## config.mk

```make
export PLATFORM = sky130hd
export DESIGN_NAME = ntt_ctrl_top
export DESIGN_NICKNAME = d
export VERILOG_FILES = /design/src/source/ntt_ctrl_pkg.sv /design/src/source/ntt_phase_fsm.sv /design/src/source/ntt_phase_counters.sv /design/src/source/ntt_ctrl_outputs.sv /design/src/source/ntt_ctrl_top.sv
export SDC_FILE = /design/constraint.sdc
export NUM_CORES = 1
export LEC_CHECK = 0
export BUFFER_PORTS_ARGS = -buffer_cell sky130_fd_sc_hd__buf_2
export CAP_MARGIN = 5
export CORE_MARGIN = 4
export CORE_UTILIZATION = 46
export CTS_BUF_LIST = sky130_fd_sc_hd__clkbuf_4
export CTS_CLUSTER_SIZE = 14
export DETAILED_ROUTE_END_ITERATION = 16
export PLACE_DENSITY = 0.74
export SYNTH_ARGS = -nofsm -noshare
export SYNTH_HDL_FRONTEND = slang
export SYNTH_SLANG_ARGS = --single-unit
```

## constraint.sdc

```tcl
create_clock -name clk -period 4.6 [get_ports clk]
set_input_delay 0.23 -clock clk [delete_from_list [all_inputs] [get_ports clk]]
set_output_delay 0.23 -clock clk [all_outputs]
set_load 0.05 [all_outputs]
```

## src/source/ntt_ctrl_pkg.sv

```systemverilog
`default_nettype none

package ntt_ctrl_pkg;

    // shared widths and counts
    localparam int DEPTH_W = 8;

    localparam logic [DEPTH_W-1:0] DEGREE          = DEPTH_W'(16);
    localparam logic [DEPTH_W-1:0] ISSUE_TOTAL     = DEPTH_W'(8);
    localparam logic [DEPTH_W-1:0] ISSUE_TOTAL_K2  = DEPTH_W'(4);
    localparam logic [DEPTH_W-1:0] AGU_ITE0_CYCLES = DEPTH_W'(6);

    // drain lengths are bound + 1 cycles
    localparam logic [DEPTH_W-1:0] DRAIN0_BOUND = DEPTH_W'(12);
    localparam logic [DEPTH_W-1:0] DRAIN1_BOUND = DEPTH_W'(12);
    localparam logic [DEPTH_W-1:0] DRAIN2_BOUND = DEPTH_W'(12);
    localparam logic [DEPTH_W-1:0] DRAIN3_BOUND = DEPTH_W'(2);

    localparam logic [DEPTH_W-1:0] LAST_L          = DEPTH_W'(5);
    localparam logic [DEPTH_W-1:0] ITE2_BASE_DEPTH = DEPTH_W'(2);

    typedef enum logic [3:0] {
        RESET_PH,
        IDLE,
        ITE0,
        DRAIN0,
        ITE1,
        DRAIN1,
        ITE2,
        DRAIN2,
        ITE3,
        DRAIN3,
        FINISH
    } phase_e;

    typedef enum logic [2:0] {
        DRAIN_NONE,
        DRAIN_0,
        DRAIN_1,
        DRAIN_2,
        DRAIN_3
    } drain_e;

    // true in any butterfly iteration phase
    function automatic logic is_ite_phase(phase_e ph);
        return (ph == ITE0) || (ph == ITE1) || (ph == ITE2) || (ph == ITE3);
    endfunction

endpackage

`default_nettype wire

```

## src/source/ntt_phase_fsm.sv

```systemverilog
`timescale 1ns/1ps
`default_nettype none

module ntt_phase_fsm (
    input  wire                  clk,
    input  wire                  rst,
    input  wire                  init_done,
    input  wire                  issue_last,
    input  wire                  drain_last,
    output ntt_ctrl_pkg::phase_e phase
);

    ntt_ctrl_pkg::phase_e phase_next;

    always_ff @(posedge clk or posedge rst) begin
        if (rst) begin
            phase <= ntt_ctrl_pkg::RESET_PH;
        end else begin
            phase <= phase_next;
        end
    end

    always_comb begin
        phase_next = phase;
        case (phase)
            // leave reset on the first edge after release
            ntt_ctrl_pkg::RESET_PH: begin
                phase_next = ntt_ctrl_pkg::IDLE;
            end
            ntt_ctrl_pkg::IDLE: begin
                if (init_done) begin
                    phase_next = ntt_ctrl_pkg::ITE0;
                end
            end
            ntt_ctrl_pkg::ITE0: begin
                if (issue_last) begin
                    phase_next = ntt_ctrl_pkg::DRAIN0;
                end
            end
            ntt_ctrl_pkg::DRAIN0: begin
                if (drain_last) begin
                    phase_next = ntt_ctrl_pkg::ITE1;
                end
            end
            ntt_ctrl_pkg::ITE1: begin
                if (issue_last) begin
                    phase_next = ntt_ctrl_pkg::DRAIN1;
                end
            end
            ntt_ctrl_pkg::DRAIN1: begin
                if (drain_last) begin
                    phase_next = ntt_ctrl_pkg::ITE2;
                end
            end
            ntt_ctrl_pkg::ITE2: begin
                if (issue_last) begin
                    phase_next = ntt_ctrl_pkg::DRAIN2;
                end
            end
            ntt_ctrl_pkg::DRAIN2: begin
                if (drain_last) begin
                    phase_next = ntt_ctrl_pkg::ITE3;
                end
            end
            // radix-2 iteration
            ntt_ctrl_pkg::ITE3: begin
                if (issue_last) begin
                    phase_next = ntt_ctrl_pkg::DRAIN3;
                end
            end
            ntt_ctrl_pkg::DRAIN3: begin
                if (drain_last) begin
                    phase_next = ntt_ctrl_pkg::FINISH;
                end
            end
            ntt_ctrl_pkg::FINISH: begin
                phase_next = ntt_ctrl_pkg::IDLE;
            end
            default: begin
                phase_next = ntt_ctrl_pkg::IDLE;
            end
        endcase
    end

endmodule

`default_nettype wire

```

## src/source/ntt_phase_counters.sv

```systemverilog
`timescale 1ns/1ps
`default_nettype none

module ntt_phase_counters (
    input  wire                                  clk,
    input  wire                                  rst,
    input  wire ntt_ctrl_pkg::phase_e            phase,
    input  wire                                  tf_ren,
    output logic                                 init_done,
    output logic                                 issue_last,
    output logic                                 drain_last,
    output logic                                 agu_ite0_active,
    output logic [ntt_ctrl_pkg::DEPTH_W-1:0]     depth_pattern
);

    logic [ntt_ctrl_pkg::DEPTH_W-1:0] init_cnt;
    logic [ntt_ctrl_pkg::DEPTH_W-1:0] issue_cnt;
    logic [ntt_ctrl_pkg::DEPTH_W-1:0] issue_bound;
    logic [ntt_ctrl_pkg::DEPTH_W-1:0] drain_cnt;
    logic [ntt_ctrl_pkg::DEPTH_W-1:0] drain_bound;
    logic [ntt_ctrl_pkg::DEPTH_W-1:0] agu_cnt;
    logic [1:0]                       pattern_cnt;
    ntt_ctrl_pkg::drain_e             drain_sel;
    logic                             in_ite;

    assign in_ite = ntt_ctrl_pkg::is_ite_phase(phase);

    // init wait, sticky once reached
    always_ff @(posedge clk or posedge rst) begin
        if (rst) begin
            init_cnt  <= '0;
            init_done <= 1'b0;
        end else if (!init_done) begin
            if (init_cnt == ntt_ctrl_pkg::DEGREE) begin
                init_done <= 1'b1;
            end
            init_cnt <= init_cnt + 1'b1;
        end
    end

    // radix-2 iteration has fewer issues
    assign issue_bound = (phase == ntt_ctrl_pkg::ITE3) ? ntt_ctrl_pkg::ISSUE_TOTAL_K2
                                                       : ntt_ctrl_pkg::ISSUE_TOTAL;

    assign issue_last = in_ite && tf_ren && (issue_cnt == issue_bound - 1'b1);

    always_ff @(posedge clk or posedge rst) begin
        if (rst) begin
            issue_cnt <= '0;
        end else if (!in_ite || issue_last) begin
            issue_cnt <= '0;
        end else if (tf_ren) begin
            issue_cnt <= issue_cnt + 1'b1;
        end
    end

    always_comb begin
        case (phase)
            ntt_ctrl_pkg::DRAIN0: drain_sel = ntt_ctrl_pkg::DRAIN_0;
            ntt_ctrl_pkg::DRAIN1: drain_sel = ntt_ctrl_pkg::DRAIN_1;
            ntt_ctrl_pkg::DRAIN2: drain_sel = ntt_ctrl_pkg::DRAIN_2;
            ntt_ctrl_pkg::DRAIN3: drain_sel = ntt_ctrl_pkg::DRAIN_3;
            default:              drain_sel = ntt_ctrl_pkg::DRAIN_NONE;
        endcase
    end

    always_comb begin
        case (drain_sel)
            ntt_ctrl_pkg::DRAIN_0: drain_bound = ntt_ctrl_pkg::DRAIN0_BOUND;
            ntt_ctrl_pkg::DRAIN_1: drain_bound = ntt_ctrl_pkg::DRAIN1_BOUND;
            ntt_ctrl_pkg::DRAIN_2: drain_bound = ntt_ctrl_pkg::DRAIN2_BOUND;
            ntt_ctrl_pkg::DRAIN_3: drain_bound = ntt_ctrl_pkg::DRAIN3_BOUND;
            default:               drain_bound = '0;
        endcase
    end

    // counts 0..bound, so bound+1 cycles
    assign drain_last = (drain_sel != ntt_ctrl_pkg::DRAIN_NONE) && (drain_cnt == drain_bound);

    always_ff @(posedge clk or posedge rst) begin
        if (rst) begin
            drain_cnt <= '0;
        end else if ((drain_sel == ntt_ctrl_pkg::DRAIN_NONE) || drain_last) begin
            drain_cnt <= '0;
        end else begin
            drain_cnt <= drain_cnt + 1'b1;
        end
    end

    // radix-4 agu only runs for the first cycles of ite0
    assign agu_ite0_active = (phase == ntt_ctrl_pkg::ITE0) &&
                             (agu_cnt < ntt_ctrl_pkg::AGU_ITE0_CYCLES);

    always_ff @(posedge clk or posedge rst) begin
        if (rst) begin
            agu_cnt <= '0;
        end else if (phase != ntt_ctrl_pkg::ITE0) begin
            agu_cnt <= '0;
        end else if (agu_cnt != ntt_ctrl_pkg::AGU_ITE0_CYCLES) begin
            agu_cnt <= agu_cnt + 1'b1;
        end
    end

    // ite2 depth walks base, base+1, base+1, base
    always_ff @(posedge clk or posedge rst) begin
        if (rst) begin
            pattern_cnt <= '0;
        end else if (phase != ntt_ctrl_pkg::ITE2) begin
            pattern_cnt <= '0;
        end else if (tf_ren) begin
            pattern_cnt <= pattern_cnt + 1'b1;
        end
    end

    assign depth_pattern = ((pattern_cnt == 2'd1) || (pattern_cnt == 2'd2))
                         ? ntt_ctrl_pkg::ITE2_BASE_DEPTH + 1'b1
                         : ntt_ctrl_pkg::ITE2_BASE_DEPTH;

endmodule

`default_nettype wire

```

## src/source/ntt_ctrl_outputs.sv

```systemverilog
`timescale 1ns/1ps
`default_nettype none

module ntt_ctrl_outputs (
    input  wire ntt_ctrl_pkg::phase_e            phase,
    input  wire                                  bn_ma_out_en,
    input  wire                                  r_enable_out,
    input  wire [1:0]                            ntt_done,
    input  wire                                  agu_ite0_active,
    input  wire [ntt_ctrl_pkg::DEPTH_W-1:0]      depth_pattern,
    output logic                                 tf_init_base,
    output logic                                 tf_ren,
    output logic [ntt_ctrl_pkg::DEPTH_W-1:0]     it_depth_cnt,
    output logic                                 agu_enable,
    output logic                                 agu_enable_k2,
    output logic                                 r_enable,
    output logic                                 w_enable,
    output logic                                 last_stage,
    output logic                                 ntt_enable,
    output logic                                 done
);

    logic in_ite;
    logic in_drain;
    logic issue;
    logic busy;

    assign in_ite   = ntt_ctrl_pkg::is_ite_phase(phase);
    assign in_drain = (phase == ntt_ctrl_pkg::DRAIN0) || (phase == ntt_ctrl_pkg::DRAIN1) ||
                      (phase == ntt_ctrl_pkg::DRAIN2) || (phase == ntt_ctrl_pkg::DRAIN3);
    assign busy     = in_ite || in_drain;

    // issue whenever upstream data is ready
    assign issue = in_ite && bn_ma_out_en;

    assign tf_init_base = (phase == ntt_ctrl_pkg::IDLE);
    assign tf_ren       = issue;
    assign r_enable     = issue;

    always_comb begin
        it_depth_cnt = '0;
        if (issue) begin
            case (phase)
                ntt_ctrl_pkg::ITE1: it_depth_cnt = ntt_ctrl_pkg::DEPTH_W'(1);
                ntt_ctrl_pkg::ITE2: it_depth_cnt = depth_pattern;
                ntt_ctrl_pkg::ITE3: it_depth_cnt = ntt_ctrl_pkg::LAST_L;
                default:            it_depth_cnt = '0;
            endcase
        end
    end

    // writes follow butterfly results, drains flush
    always_comb begin
        if (in_drain) begin
            w_enable = 1'b1;
        end else if (in_ite) begin
            w_enable = |ntt_done;
        end else begin
            w_enable = 1'b0;
        end
    end

    assign ntt_enable = busy && r_enable_out;

    always_comb begin
        case (phase)
            ntt_ctrl_pkg::ITE0: agu_enable = agu_ite0_active;
            ntt_ctrl_pkg::ITE1: agu_enable = 1'b1;
            ntt_ctrl_pkg::ITE2: agu_enable = 1'b1;
            default:            agu_enable = 1'b0;
        endcase
    end

    assign agu_enable_k2 = (phase == ntt_ctrl_pkg::ITE3);
    assign last_stage    = (phase == ntt_ctrl_pkg::ITE3) || (phase == ntt_ctrl_pkg::DRAIN3);
    assign done          = (phase == ntt_ctrl_pkg::FINISH);

endmodule

`default_nettype wire

```

## src/source/ntt_ctrl_top.sv

```systemverilog
`timescale 1ns/1ps
`default_nettype none

module ntt_ctrl_top (
    input  wire                                  clk,
    input  wire                                  rst,
    input  wire                                  bn_ma_out_en,
    input  wire                                  r_enable_out,
    input  wire [1:0]                            ntt_done,
    output logic                                 tf_init_base,
    output logic                                 tf_ren,
    output logic [ntt_ctrl_pkg::DEPTH_W-1:0]     it_depth_cnt,
    output logic                                 agu_enable,
    output logic                                 agu_enable_k2,
    output logic                                 r_enable,
    output logic                                 w_enable,
    output logic                                 last_stage,
    output logic                                 ntt_enable,
    output logic                                 done
);

    ntt_ctrl_pkg::phase_e             phase;
    logic                             init_done;
    logic                             issue_last;
    logic                             drain_last;
    logic                             agu_ite0_active;
    logic [ntt_ctrl_pkg::DEPTH_W-1:0] depth_pattern;

    ntt_phase_fsm ntt_phase_fsm_inst (
        .clk        (clk),
        .rst        (rst),
        .init_done  (init_done),
        .issue_last (issue_last),
        .drain_last (drain_last),
        .phase      (phase)
    );

    // tf_ren doubles as the issue strobe
    ntt_phase_counters ntt_phase_counters_inst (
        .clk             (clk),
        .rst             (rst),
        .phase           (phase),
        .tf_ren          (tf_ren),
        .init_done       (init_done),
        .issue_last      (issue_last),
        .drain_last      (drain_last),
        .agu_ite0_active (agu_ite0_active),
        .depth_pattern   (depth_pattern)
    );

    ntt_ctrl_outputs ntt_ctrl_outputs_inst (
        .phase           (phase),
        .bn_ma_out_en    (bn_ma_out_en),
        .r_enable_out    (r_enable_out),
        .ntt_done        (ntt_done),
        .agu_ite0_active (agu_ite0_active),
        .depth_pattern   (depth_pattern),
        .tf_init_base    (tf_init_base),
        .tf_ren          (tf_ren),
        .it_depth_cnt    (it_depth_cnt),
        .agu_enable      (agu_enable),
        .agu_enable_k2   (agu_enable_k2),
        .r_enable        (r_enable),
        .w_enable        (w_enable),
        .last_stage      (last_stage),
        .ntt_enable      (ntt_enable),
        .done            (done)
    );

endmodule

`default_nettype wire

```

==> impl_metrics.ini <==
[critical_path]
cp_cell_sequence = or4b_2, o22ai_1, buf_2
crit_slowest_cell = or4b_2
critical_path_buf_inv_count = 1
start_kind = flip-flop
crit_family = simple AND/OR/NAND/NOR gates
max_stage_delay_ns = 0.86
arrival_ns = 2.24
critPathMaxFanout = 14
worstSetupPathType = flip-flop to output pin
cp.required_ns = 4.37
endpoint_kind = output pin

[synth]
synth_top_cell_area_share_pct = 46.2
async_flop_share_pct = 100
yosys_warnings = 0
yosysUniqueCellTypes = 44
synth_ff_type = dfrtp_1
synth_common_cells = nor2_1, dfrtp_1, xnor2_1, nand2_1, xor2_1
synth_edf_count = 0
syn_avg_cell_area_sq_um = 9.48
yosys.cell_count.top_type = nor2_1
syn-cell-area_sq_um = 2110
synth-seq-cells = 39
yosysTopAreaCell = dfrtp_1
syn-instance-count = 223
synthTopCellsByArea = dfrtp_1, nor2_1, xnor2_1
ys_seq_area_share_pct = 46.2

[placed_design]
dpl.hpwl_mm = 2.78
io_buffers = 17
dp_cells = 284
place_congestion = 0.813

[grt]
grtUsageTotal_pct = 15.1
grt_pass1_vias = 1417
use_met3_pct = 4.09
met1_usage_pct = 20.9
busiest_layer = met2
grt.met2_usage_pct = 23.4
grt.overflow.total = 0
grt_first_pass_wirelength_mm = 6.61
antenna_found_initial = 0
grt_max_degree = 40

[pwr]
p_int_w = 0.000580
p_sw_share_pct = 47.2
p_leak_nw = 1.06
power_frac_clock_pct = 15.6
peakVddDrop_v = 0.000255
switching_power_w = 0.000518
seq_power_share_pct = 40.3
power.density_nw_per_um2 = 485
p_comb_share_pct = 44.1

[timing]
timing.final.crit_period_ns = 2.47
finalHoldViolations = 0
period_share_pct = 53.7
fin_worst_skew_ns = 0.00666
grt_setup_unrepaired = no
slew_violations = 0
max_freq_ghz = 0.405
tns_ns = 0
finalSetupViolCount = 0

[route]
drc_errors = 0
vias = 1558
wl_per_cell_um = 13.4
first_pass_iters = 4
wl_mm = 3.94
avgViaCountPerCell = 5.32
dr.first_iter.drc_count = 106
postRouteAntennaNets = 0

[clock_network]
post_cts_buffers = 0
clock_latency_ns = 0.34
cts_tree = done
clkSinkCount = 39
cts_max_path_buffers = 2
numCtsBuffers = 5
htree_levels = 2
clockRootBuffer = clkbuf_4
path_clk_slew_ns = 0.11

[outcome]
outcome = complete, no violations

[die]
die_w_um = 75.8
die_area_sq_um = 5740
io_pins = 23
initial_core_util_pct = 47.9
die_y_um = 75.8
core-area_sq_um = 4410
std_cell_rows = 24

[cells_and_area]
layout.nets = 252
drive_gt1_share_pct = 12.0
areaGrowthSynthToFinish_pct = 7.05
diodes = 0
fin_cells = 293

[job]
max-cap-violations = 0

[min_path]
hold_class = input pin to flip-flop
layout by cell type (no fill, tap or decap), types with 5 or more instances in the layout:
master    instances
and3_1            5
buf_2            17
clkbuf_4          6
conb_1            5
dfrtp_1          39
ha_1              6
inv_1             9
nand2_1          14
nand3_1           9
nand4_1           5
nor2_1           43
nor3_1            5
xnor2_1          18
xor2_1           12
logic make-up (layout without fill, tap and decap cells):
kind of cell	count (synthesis)	in the layout	synth area share [%]
compound gates	23	23	7.58
xor+xnor	30	30	12.4
fa+ha+maj	6	6	3.55
buf+inv	22	36	5.68
flops	39	39	46.2
mux	1	1	0.533
other cells	1	5	0.177
simple gates	101	101	23.9
power groups by stage:
stage          combinational [W]  sequential [W]  clock, W
2_1_floorplan           0.000439        0.000413         0
3_3_place_gp            0.000481        0.000444         0
3_5_place_dp            0.000482        0.000447         0
4_1_cts                 0.000486        0.000440  0.000176
5_1_grt                 0.000525        0.000451  0.000192
6_report                0.000484        0.000442  0.000171
metrics by stage:
stage | total power [W] | instance area [sq um] | utilization [%] | hold slack (ns) | worst slack (ns)
2_1_floorplan | 0.000852 | 2130 | - | 0.435 | 2.16
3_3_place_gp | 0.000925 | 2200 | 49.8 | 0.371 | 2.57
3_5_place_dp | 0.000930 | 2200 | 49.8 | 0.374 | 2.53
4_1_cts | 0.00110 | 2260 | 51.2 | 0.248 | 2.15
5_1_grt | 0.00117 | 2260 | 51.2 | 0.246 | 2.06
6_report | 0.00110 | 2260 | 51.2 | 0.258 | 2.13
registers in the layout, indices dropped and copies added, names as in the netlist:
register and count:
ntt_phase_counters_inst.agu_cnt 8, ntt_phase_counters_inst.drain_cnt 8, ntt_phase_counters_inst.init_cnt 8, ntt_phase_counters_inst.init_done 1
ntt_phase_counters_inst.issue_cnt 8, ntt_phase_counters_inst.pattern_cnt 2, ntt_phase_fsm_inst.phase 4
final timing paths:
check                      depth (start not counted)                                            endpoint  slack (ns)                                       startpoint
min in group asynchronous                          4      ntt_phase_counters_inst.agu_cnt[0]$_DFFE_PP0P_        0.54                                              rst
hold / removal                                     3  ntt_phase_counters_inst.pattern_cnt[0]$_DFFE_PP0P_        0.26                                     bn_ma_out_en
max in group asynchronous                          4     ntt_phase_counters_inst.init_cnt[4]$_DFFE_PP0N_        3.73                                              rst
setup reg to reg                                   5      ntt_phase_counters_inst.drain_cnt[6]$_DFF_PP0_        2.56          ntt_phase_fsm_inst.phase[0]$_DFFE_PP0P_
setup / recovery                                   3                                          agu_enable        2.13          ntt_phase_fsm_inst.phase[3]$_DFFE_PP0P_
hold reg to reg                                    1     ntt_phase_counters_inst.init_cnt[7]$_DFFE_PP0N_        0.48  ntt_phase_counters_inst.init_cnt[7]$_DFFE_PP0N_
final cells by class:
| type | count | area, sq um |
|---|---|---|
| tap | 52 | 65.1 |
| clock buffer | 6 | 45.0 |
| fill | 430 | 2150 |
| timing repair buffer | 19 | 103 |
| clock inverter | 2 | 7.51 |
| sequential | 39 | 976 |
| inverter | 9 | 33.8 |
| multi-input combinational | 166 | 1030 |
routing by layer:
metal	wire length, um	vias up
met5	0	-
met4	15	0
met3	185	2
met1	1920	748
met2	1810	27
li1	-	781
worst min-delay path, delay by kind of cell:
kind / cells / cell delay, ns
AND/OR/NAND/NOR: 1 / 0.04
XOR/XNOR: 1 / 0.14
buffers and inverters: 1 / 0.16
what timing repair did:
| item | in CTS | in global routing |
|---|---|---|
| gates resized for setup | 0 | 0 |
| hold buffers | 1 | 0 |
| hold endpoints to repair | 39 | 0 |
No activity file was read; power rests on OpenSTA's default activity.
